<file path="src/zx_ports_pkg.sv">
/* port numbers, #nnAF register indices, reset values and the cpu data byte
   shared by every stage of the I/O port block */

package zx_ports_pkg;

	////////////////////////////////////////////////////////////////////
	// port selects and #nnAF register indices
	////////////////////////////////////////////////////////////////////

	typedef enum logic [2:0] {
		sel_none,
		sel_ext_af,
		sel_border_fe,
		sel_p7ffd,
		sel_peff7,
		sel_zxev_bf,
		sel_zxev_be
	} port_sel_e;

	// index lives in the high address byte of #nnAF
	typedef enum logic [7:0] {
		idx_vconf    = 8'd0,
		idx_vpage    = 8'd1,
		idx_xoffs_lo = 8'd2,
		idx_xoffs_hi = 8'd3,
		idx_yoffs_lo = 8'd4,
		idx_yoffs_hi = 8'd5,
		idx_tsconf   = 8'd6,
		idx_rampage0 = 8'd16,
		idx_rampage1 = 8'd17,
		idx_rampage2 = 8'd18,
		idx_rampage3 = 8'd19,
		idx_sysconf  = 8'd32,
		idx_memconf  = 8'd33,
		idx_hsint    = 8'd34,
		idx_vsint_lo = 8'd35,
		idx_vsint_hi = 8'd36,
		idx_im2vect  = 8'd37
	} ext_reg_e;

	typedef struct packed {
		logic [1:0] ram_hi;  // pentagon 1M extra page bits
		logic       page_b5; // lock, or page bit 5 in 1M mode
		logic       rom;
		logic       screen;
		logic [2:0] ram_lo;
	} p7ffd_t;

	typedef union packed {
		logic [7:0] raw;
		p7ffd_t     p7ffd;
	} cpu_byte_u;

	////////////////////////////////////////////////////////////////////
	// port map and reset values
	////////////////////////////////////////////////////////////////////

	localparam logic [7:0] PORT_AF = 8'hAF;
	localparam logic [7:0] PORT_FE = 8'hFE;
	localparam logic [7:0] PORT_FD = 8'hFD;
	localparam logic [7:0] PORT_F7 = 8'hF7;
	localparam logic [7:0] PORT_BF = 8'hBF;
	localparam logic [7:0] PORT_BE = 8'hBE;

	localparam logic [7:0] VPAGE_RST    = 8'h05;
	localparam logic [7:0] RAMPAGE0_RST = 8'd0;
	localparam logic [7:0] RAMPAGE1_RST = 8'd5;
	localparam logic [7:0] RAMPAGE2_RST = 8'd2;
	localparam logic [7:0] RAMPAGE3_RST = 8'd0;
	localparam logic [7:0] IM2VECT_RST  = 8'hFF;

	localparam logic [3:0] BE_SEL_7FFD = 4'hA; // #xxBE read-back selects
	localparam logic [3:0] BE_SEL_EFF7 = 4'hB;

endpackage

</file>
<file path="src/bus_ifs.sv">
/* interfaces between the pipeline stages; every access is a one-cycle
   wr or rd strobe with its payload valid in the same cycle */

// stage 1 to stage 2, raw sampled cpu cycle
interface io_cycle_if;
	import zx_ports_pkg::*;

	logic       wr;
	logic       rd;
	logic [15:0] addr;
	cpu_byte_u  data;

	modport src (output wr, output rd, output addr, output data);
	modport dst (input wr, input rd, input addr, input data);
endinterface

// stage 2 to stage 3, decoded port access
interface port_access_if;
	import zx_ports_pkg::*;

	logic       wr;
	logic       rd;
	port_sel_e  sel;
	logic [7:0] index; // address high byte
	cpu_byte_u  data;

	modport src (
		output wr,
		output rd,
		output sel,
		output index,
		output data
	);
	modport dst (
		input wr,
		input rd,
		input sel,
		input index,
		input data
	);
endinterface

</file>
<file path="src/io_bus_sync.sv">
/* stage 1: samples the asynchronous z80 I/O cycle on zclk and turns each
   cycle into a single read or write strobe with address and data */

module io_bus_sync (
	input  logic        zclk,
	input  logic        rst_n,
	input  logic        iorq_n,
	input  logic        rd_n,
	input  logic        wr_n,
	input  logic [15:0] a,
	input  logic [7:0]  din,
	io_cycle_if.src     bus
);

	logic iowr_s, iord_s; // sampled bus conditions
	logic iowr_d, iord_d; // one cycle older
	logic start;

	assign start = (iowr_s & ~iowr_d) | (iord_s & ~iord_d);

	always_ff @(posedge zclk)
	begin
		if (!rst_n)
		begin
			iowr_s <= 1'b0;
			iord_s <= 1'b0;
			iowr_d <= 1'b0;
			iord_d <= 1'b0;
			bus.wr <= 1'b0;
			bus.rd <= 1'b0;
		end
		else
		begin
			iowr_s <= ~(iorq_n | wr_n);
			iord_s <= ~(iorq_n | rd_n);
			iowr_d <= iowr_s;
			iord_d <= iord_s;
			bus.wr <= iowr_s & ~iowr_d; // first cycle only
			bus.rd <= iord_s & ~iord_d;
		end
	end

	// bus still stable here, iorq is held for several cycles
	always_ff @(posedge zclk)
		if (start)
		begin
			bus.addr     <= a;
			bus.data.raw <= din;
		end

endmodule

</file>
<file path="src/mem_paging.sv">
/* stage 3b: memory paging through #7FFD, #EFF7 and #nnAF, the #xxBF shadow
   and rom-write control, and the read-back byte of #xxBF and #xxBE */

module mem_paging (
	input  logic       zclk,
	input  logic       rst_n,
	port_access_if.dst acc,
	input  logic       dos,
	output logic [7:0] vpage,
	output logic [7:0] rampage0,
	output logic [7:0] rampage1,
	output logic [7:0] rampage2,
	output logic [7:0] rampage3,
	output logic [7:0] peff7,
	output logic       rom_sel,
	output logic       romrw_en,
	output logic       shadow,
	output logic [7:0] dout,
	output logic       dout_valid
);
	import zx_ports_pkg::*;

	cpu_byte_u  d;
	ext_reg_e   idx;
	logic [7:0] p7ffd_reg;
	logic [7:0] peff7_reg;
	logic       lock_7ffd;
	logic       shadow_en;  // #BF bit 0
	logic       block1m;    // EFF7 bit 2, 128k-only paging
	logic [7:0] rd_byte;

	assign d       = acc.data;
	assign idx     = ext_reg_e'(acc.index);
	assign block1m = peff7_reg[2];
	assign shadow  = dos | shadow_en;
	assign peff7   = block1m ? {peff7_reg[7], 1'b0, peff7_reg[5:4], 3'b000, peff7_reg[0]}
	                         : peff7_reg;

	always_ff @(posedge zclk)
	begin
		if (!rst_n)
		begin
			p7ffd_reg <= 8'h00;
			peff7_reg <= 8'h00;
			lock_7ffd <= 1'b0;
			shadow_en <= 1'b0;
			romrw_en  <= 1'b0;
			rom_sel   <= 1'b0;
			vpage     <= VPAGE_RST;
			rampage0  <= RAMPAGE0_RST;
			rampage1  <= RAMPAGE1_RST;
			rampage2  <= RAMPAGE2_RST;
			rampage3  <= RAMPAGE3_RST;
		end
		else if (acc.wr)
		begin
			case (acc.sel)
				sel_p7ffd:
				begin
					if (!lock_7ffd) // locked until reset
					begin
						p7ffd_reg <= d.raw;
						rom_sel   <= d.p7ffd.rom;
						vpage     <= {6'b000001, d.p7ffd.screen, 1'b1}; // screen 5 or 7
						if (block1m)
							rampage3 <= {5'b00000, d.p7ffd.ram_lo};
						else
							rampage3 <= {2'b00, d.p7ffd.page_b5, d.p7ffd.ram_hi,
							             d.p7ffd.ram_lo};
						lock_7ffd <= block1m & d.p7ffd.page_b5;
					end
				end
				sel_ext_af:
				begin
					case (idx)
						idx_vpage:    vpage    <= d.raw;
						idx_rampage0: rampage0 <= d.raw;
						idx_rampage1: rampage1 <= d.raw;
						idx_rampage2: rampage2 <= d.raw;
						idx_rampage3: rampage3 <= d.raw;
						default:
						begin
						end
					endcase
				end
				sel_peff7: peff7_reg <= d.raw;
				sel_zxev_bf:
				begin
					shadow_en <= d.raw[0];
					romrw_en  <= d.raw[1];
				end
				default:
				begin
				end
			endcase
		end
	end

	////////////////////////////////////////////////////////////////////
	// read-back
	////////////////////////////////////////////////////////////////////

	always_comb
	begin
		rd_byte = 8'hFF; // nothing else reads back
		if (acc.sel == sel_zxev_bf)
			rd_byte = {6'b000000, romrw_en, shadow_en};
		else if (acc.sel == sel_zxev_be)
		begin
			if (acc.index[3:0] == BE_SEL_7FFD)
				rd_byte = p7ffd_reg;
			else if (acc.index[3:0] == BE_SEL_EFF7)
				rd_byte = peff7_reg; // unmasked
		end
	end

	always_ff @(posedge zclk)
	begin
		if (!rst_n)
			dout_valid <= 1'b0;
		else
			dout_valid <= acc.rd;
	end

	always_ff @(posedge zclk)
		if (acc.rd)
			dout <= rd_byte;

endmodule

</file>
<file path="src/port_decode.sv">
/* stage 2: maps the low address byte of each access to a port select,
   with the shadow (dos) rules of #7FFD and #EFF7 applied */

module port_decode (
	input  logic       zclk,
	input  logic       rst_n,
	io_cycle_if.dst    cyc,
	input  logic       shadow,
	port_access_if.src acc
);
	import zx_ports_pkg::*;

	port_sel_e sel_c;

	always_comb
	begin
		sel_c = sel_none;
		case (cyc.addr[7:0])
			PORT_AF: sel_c = sel_ext_af;
			PORT_FE: sel_c = sel_border_fe;
			PORT_FD:
			begin
				if (!cyc.addr[15]) // 7FFD only, BFFD/FFFD belong to the AY
					sel_c = sel_p7ffd;
			end
			PORT_F7:
			begin
				// EFF7 is hidden in shadow mode
				if (cyc.addr[8] && !cyc.addr[12] && !shadow)
					sel_c = sel_peff7;
			end
			PORT_BF: sel_c = sel_zxev_bf;
			PORT_BE: sel_c = sel_zxev_be;
			default: sel_c = sel_none;
		endcase
	end

	////////////////////////////////////////////////////////////////////
	// output register
	////////////////////////////////////////////////////////////////////

	always_ff @(posedge zclk)
	begin
		if (!rst_n)
		begin
			acc.wr <= 1'b0;
			acc.rd <= 1'b0;
		end
		else
		begin
			acc.wr <= cyc.wr;
			acc.rd <= cyc.rd;
		end
	end

	always_ff @(posedge zclk)
		if (cyc.wr || cyc.rd)
		begin
			acc.sel   <= sel_c;
			acc.index <= cyc.addr[15:8];
			acc.data  <= cyc.data;
		end

endmodule

</file>
<file path="src/sys_config_regs.sv">
/* stage 3a: video, interrupt and system registers written through #nnAF,
   plus the #FE border colour */

module sys_config_regs #(
	parameter logic [7:0] HINT_RESET = 8'd1
) (
	input  logic       zclk,
	input  logic       rst_n,
	port_access_if.dst acc,
	output logic [7:0] vconf,
	output logic [7:0] tsconf,
	output logic [7:0] sysconf,
	output logic [7:0] memconf,
	output logic [7:0] hint_beg,
	output logic [7:0] im2vect,
	output logic [8:0] x_offs,
	output logic [8:0] y_offs,
	output logic [8:0] vint_beg,
	output logic [3:0] border
);
	import zx_ports_pkg::*;

	ext_reg_e   idx;
	logic [7:0] d;

	assign idx = ext_reg_e'(acc.index);
	assign d   = acc.data.raw;

	always_ff @(posedge zclk)
	begin
		if (!rst_n)
		begin
			vconf    <= 8'h00;
			tsconf   <= 8'h00;
			sysconf  <= 8'h00;
			memconf  <= 8'h00;
			hint_beg <= HINT_RESET; // depends on board border timing
			im2vect  <= IM2VECT_RST;
			x_offs   <= 9'd0;
			y_offs   <= 9'd0;
			vint_beg <= 9'd0;
			border   <= 4'd0;
		end
		else if (acc.wr && acc.sel == sel_ext_af)
		begin
			case (idx)
				idx_vconf:    vconf         <= d;
				idx_xoffs_lo: x_offs[7:0]   <= d;
				idx_xoffs_hi: x_offs[8]     <= d[0]; // only bit 0 counts
				idx_yoffs_lo: y_offs[7:0]   <= d;
				idx_yoffs_hi: y_offs[8]     <= d[0];
				idx_tsconf:   tsconf        <= d;
				idx_sysconf:  sysconf       <= d;
				idx_memconf:  memconf       <= d;
				idx_hsint:    hint_beg      <= d;
				idx_vsint_lo: vint_beg[7:0] <= d;
				idx_vsint_hi: vint_beg[8]   <= d[0];
				idx_im2vect:  im2vect       <= d;
				default:
				begin
					// paging indices and unknown ones
				end
			endcase
		end
		else if (acc.wr && acc.sel == sel_border_fe)
		begin
			border <= {d[7], d[2:0]}; // bit 7 is the extra tsconf colour bit
		end
	end

endmodule

</file>
<file path="src/zx_ports.sv">
/* top of the z80 I/O port block: sync, decode, then the two register
   stages side by side; read data comes back three cycles after the access */

module zx_ports #(
	parameter logic [7:0] HINT_RESET = 8'd1
) (
	input  logic        zclk,
	input  logic        rst_n,
	input  logic        iorq_n,
	input  logic        rd_n,
	input  logic        wr_n,
	input  logic [15:0] a,
	input  logic [7:0]  din,
	input  logic        dos,

	output logic [7:0]  vconf,
	output logic [7:0]  tsconf,
	output logic [7:0]  sysconf,
	output logic [7:0]  memconf,
	output logic [7:0]  hint_beg,
	output logic [7:0]  im2vect,
	output logic [8:0]  x_offs,
	output logic [8:0]  y_offs,
	output logic [8:0]  vint_beg,
	output logic [3:0]  border,

	output logic [7:0]  vpage,
	output logic [7:0]  rampage0,
	output logic [7:0]  rampage1,
	output logic [7:0]  rampage2,
	output logic [7:0]  rampage3,
	output logic [7:0]  peff7,
	output logic        rom_sel,
	output logic        romrw_en,
	output logic        shadow,
	output logic [7:0]  dout,
	output logic        dout_valid
);

	io_cycle_if    cyc_if ();
	port_access_if acc_if ();

	io_bus_sync u_sync (
		.zclk   (zclk),
		.rst_n  (rst_n),
		.iorq_n (iorq_n),
		.rd_n   (rd_n),
		.wr_n   (wr_n),
		.a      (a),
		.din    (din),
		.bus    (cyc_if.src)
	);

	port_decode u_decode (
		.zclk   (zclk),
		.rst_n  (rst_n),
		.cyc    (cyc_if.dst),
		.shadow (shadow), // fed back from paging
		.acc    (acc_if.src)
	);

	sys_config_regs #(.HINT_RESET(HINT_RESET)) u_sys (
		.zclk     (zclk),
		.rst_n    (rst_n),
		.acc      (acc_if.dst),
		.vconf    (vconf),
		.tsconf   (tsconf),
		.sysconf  (sysconf),
		.memconf  (memconf),
		.hint_beg (hint_beg),
		.im2vect  (im2vect),
		.x_offs   (x_offs),
		.y_offs   (y_offs),
		.vint_beg (vint_beg),
		.border   (border)
	);

	mem_paging u_paging (
		.zclk       (zclk),
		.rst_n      (rst_n),
		.acc        (acc_if.dst),
		.dos        (dos),
		.vpage      (vpage),
		.rampage0   (rampage0),
		.rampage1   (rampage1),
		.rampage2   (rampage2),
		.rampage3   (rampage3),
		.peff7      (peff7),
		.rom_sel    (rom_sel),
		.romrw_en   (romrw_en),
		.shadow     (shadow),
		.dout       (dout),
		.dout_valid (dout_valid)
	);

endmodule

</file>
<file path="config.mk">
export PLATFORM = sky130hd
export DESIGN_NAME = zx_ports
export DESIGN_NICKNAME = d
export VERILOG_FILES = /design/src/zx_ports_pkg.sv /design/src/bus_ifs.sv /design/src/io_bus_sync.sv /design/src/mem_paging.sv /design/src/port_decode.sv /design/src/sys_config_regs.sv /design/src/zx_ports.sv
export SDC_FILE = /design/constraint.sdc
export NUM_CORES = 1
export LEC_CHECK = 0
export ABC_AREA = 1
export BUFFER_PORTS_ARGS = -buffer_cell sky130_fd_sc_hd__buf_2
export CAP_MARGIN = 20
export CORE_ASPECT_RATIO = 1.4
export CORE_UTILIZATION = 40
export DETAILED_ROUTE_END_ITERATION = 10
export PLACE_DENSITY = 0.59
export SYNTH_ARGS = -nofsm -noshare
export SYNTH_HDL_FRONTEND = slang
export SYNTH_SLANG_ARGS = --single-unit
</file>
<file path="constraint.sdc">
create_clock -name zclk -period 3.4 [get_ports zclk]
set_input_delay 0.51 -clock zclk [delete_from_list [all_inputs] [get_ports zclk]]
set_output_delay 0.51 -clock zclk [all_outputs]
set_load 0.005 [all_outputs]
</file>
==> impl_metrics.py <==
metrics = {
    "worst_setup_path": {
        "critical_path.most_common_cell": "inv_1",
        "worstPathMaxFanout": 12,
        "path_class": "reg -> reg",
        "cp.buffers_inverters": 2,
        "cp-start-kind": "register",
        "cp_slowest_cell": "edfxtp_1",
        "cp-end-kind": "register",
        "r2r_end": "u_sys.im2vect[4]$_SDFFE_PN1P_",
        "crit-reg2reg-launch": "u_decode.acc.sel[1]$_DFFE_PP_",
        "crit_arrival_ns": 2.28,
        "r2r_slack_ns": 1.50,
        "slowest_delay_ns": 0.51,
        "startpoint": "u_decode.acc.sel[1]$_DFFE_PP_",
        "path_cells": "nor2_2 > nand2_4 > inv_1 > nand3_2 > inv_1 > nand2_1 > nand3_1",
        "reg2reg_depth": 7,
        "critPathRequiredTime_ns": 3.78,
        "crit_family": "simple AND/OR/NAND/NOR gates",
    },
    "cells_and_area": {
        "regMostFlops": "u_sync.bus.addr",
        "finalNonFillerCells": 1403,
        "drive_gt1_share_pct": 19.7,
        "area.sequential_um2": 4470,
        "utilization_pct": 49.1,
        "multi_input_area_um2": 2720,
        "largest_reg_flops": 16,
        "synthToLayoutAreaGrowth_pct": 20.0,
        "diodes": 0,
        "finalNetCount": 1172,
        "design_area_um2": 9440,
        "n_fill_cell": 1951,
    },
    "cts": {
        "root_buffer": "clkbuf_16",
        "insertion_delay_ns": 0.44,
        "clk_path_buf_depth": 2,
        "cts_resized": 0,
        "cts_buffers": 17,
        "postCtsSetupBuffers": 0,
        "clkSlewWorstSetupHoldPaths_ns": 0.07,
        "ctsHoldBuffers": 0,
        "h-tree-depth": 4,
        "cts_sinks": 198,
        "cts_tree": "built",
    },
    "place": {
        "dp_hpwl_mm": 14.0,
        "gp_congestion": 0.801,
        "dpl-instance-area_um2": 8870,
        "placed_cells": 1371,
        "numPortBuffers": 167,
    },
    "min_path": {
        "worstHoldPathCells": 2,
        "hold_path.class": "in -> reg",
        "whs_endpoint": "u_sync.iowr_s$_SDFF_PN0_",
        "hp-start": "wr_n",
    },
    "floorplan": {
        "start_util_pct": 41.0,
        "io_pins": 169,
        "die_area_um2": 20200,
        "die_h_um": 168,
        "die_w_um": 121,
        "fp-row-count": 60,
        "core_region_area_um2": 19200,
    },
    "timing": {
        "post-route-min-period_ns": 1.90,
        "tns_ns": 0,
        "tightest_slew_ns": 0.925,
        "fin_crit_sh_pct": 55.9,
        "slew_headroom_pct": 38.3,
        "finalClockSkew_ns": 0.0141,
        "hold_viol_final": 0,
        "rsz0062_at_grt": "false",
        "clock.fmax_ghz": 0.526,
        "drv_slew": 0,
        "setup_violations": 0,
    },
    "route": {
        "via_count": 6602,
        "avgRoutedWirePerCell_um": 14.7,
        "first_pass_iters": 5,
        "wl_mm": 20.7,
        "antenna_left": 0,
        "drc_errors": 0,
        "avgViaCountPerCell": 4.71,
        "first_iter_violations": 326,
    },
    "global_route": {
        "overflow": 0,
        "antenna_found_initial": 0,
        "track_usage_pct": 21.2,
        "grt_pass1_vias": 6176,
        "grt_pass1_wl_mm": 32.6,
        "grt_max_degree": 97,
    },
    "logic_synthesis": {
        "synth-seq-area-share_pct": 56.9,
        "synth_top_area_share_pct": 37.4,
        "yosysUniqueCellTypes": 31,
        "synth_cells": 998,
        "synth_top_cell_by_area": "dfxtp_1",
        "synth.avg_cell_area_um2": 7.89,
        "synthTopCellsByArea": "dfxtp_1 (37%), edfxtp_1 (19%), nand2_1 (11%)",
        "synth_area_um2": 7870,
        "syn_nets": 1028,
        "ys_warn_count": 0,
        "synth_seq_cells": 198,
    },
    "run": {
        "drv_cap": 0,
    },
    "pwr": {
        "p_leak_nw": 4.66,
        "power_density_nw_per_um2": 485,
        "ir_worst_vdd_v": 0.000307,
    },
    "status": {
        "status": "complete, no violations",
    },
}
==> cell usage after synthesis <==
cell type and instances:
inv_2 2, o211ai_1 6, nor2_2 4, nor3_2 4, edfxtp_1 51, o31ai_1 1
nand3b_1 1, buf_4 6, nand2_4 1, nand3_1 71, buf_1 6, nand4_1 6
or2_2 2, nand3_2 1, o21ai_0 30, dfxtp_1 147, a21oi_1 58, nor3_1 4
nor4_1 1, clkinv_1 2, clkbuf_1 22, nor2_8 1, inv_1 121, conb_1 1
nand2_2 4, buf_2 14, nand2_1 241, o22ai_1 1, nor2_1 186, nor2_4 2
nor3b_1 1
==> stage by stage <==
step                power (mW)  setup slack [ns]  hold WS (ns)
floorplan                 2.60              1.42         0.391
global placement          2.67              1.52         0.401
detailed placement        2.67              1.50         0.405
CTS                       4.63              1.49         0.218
global route              4.73              1.28         0.222
finish                    4.58              1.50         0.237
==> layout make-up <==
cell class                      count  share of cell area [%]
Clock buffer                       18                    4.55
Tap cell                          248                    3.29
Multi-Input combinational cell    627                    28.8
Clock inverter                     14                    1.54
Sequential cell                   198                    47.4
Inverter                          125                    4.97
Timing Repair Buffer              173                    9.49
==> worst reg2reg max path: cells and delay by family (launching register included) <==
kind	cells	cell delay [ns]
flops	1	0.51
simple gates	5	0.77
buf+inv	2	0.58
==> metal layers <==
layer | track usage, % | wire [um] | vias up
li1 | - | - | 3395
met1 | 25.1 | 8770 | 2988
met2 | 36.1 | 10000 | 182
met3 | 4.84 | 1160 | 37
met4 | 9.93 | 713 | 0
met5 | 0 | 0 | -
==> power by group <==
group	internal (mW)	switching (mW)	leakage, nW
logic	0.0399	0.0947	2.72
registers	2.45	0.0301	1.67
clock network	1.03	0.938	0.275
==> how the worst max path moves through the flow <==
stage,to,slack (ns),cells after the start
finish,u_sys.im2vect[4]$_SDFFE_PN1P_,1.50,7
global route,u_sys.im2vect[4]$_SDFFE_PN1P_,1.28,7
CTS,u_sys.im2vect[4]$_SDFFE_PN1P_,1.49,7
detailed placement,u_sys.im2vect[4]$_SDFFE_PN1P_,1.50,7
global placement,u_sys.im2vect[3]$_SDFFE_PN1P_,1.52,8
floorplan,u_sync.bus.addr[0]$_DFFE_PP_,1.42,2
==> logic make-up after synthesis <==
group / Yosys count / synth area share [%]
AO/OA/AOI/OAI: 96 / 6.34
AND/OR/NAND/NOR: 530 / 28.0
other: 1 / 0.0476
flip-flops: 198 / 56.9
buffers and inverters: 173 / 8.76
==> placed cells by master, fill, tap and decap left out, drive strengths merged <==
| cell | n |
|---|---|
| nor3b | 1 |
| nand3 | 72 |
| nor4 | 1 |
| edfxtp | 51 |
| nor3 | 8 |
| dfxtp | 147 |
| inv | 127 |
| o31ai | 1 |
| clkbuf | 18 |
| bufinv | 1 |
| clkinv | 9 |
| o22ai | 1 |
| nor2 | 193 |
| nand4 | 6 |
| o21ai | 30 |
| buf | 173 |
| conb | 1 |
| o211ai | 6 |
| or2 | 2 |
| clkinvlp | 2 |
| nand2 | 246 |
| nand3b | 1 |
| a21oi | 58 |
(Power assumes the default switching activity.)
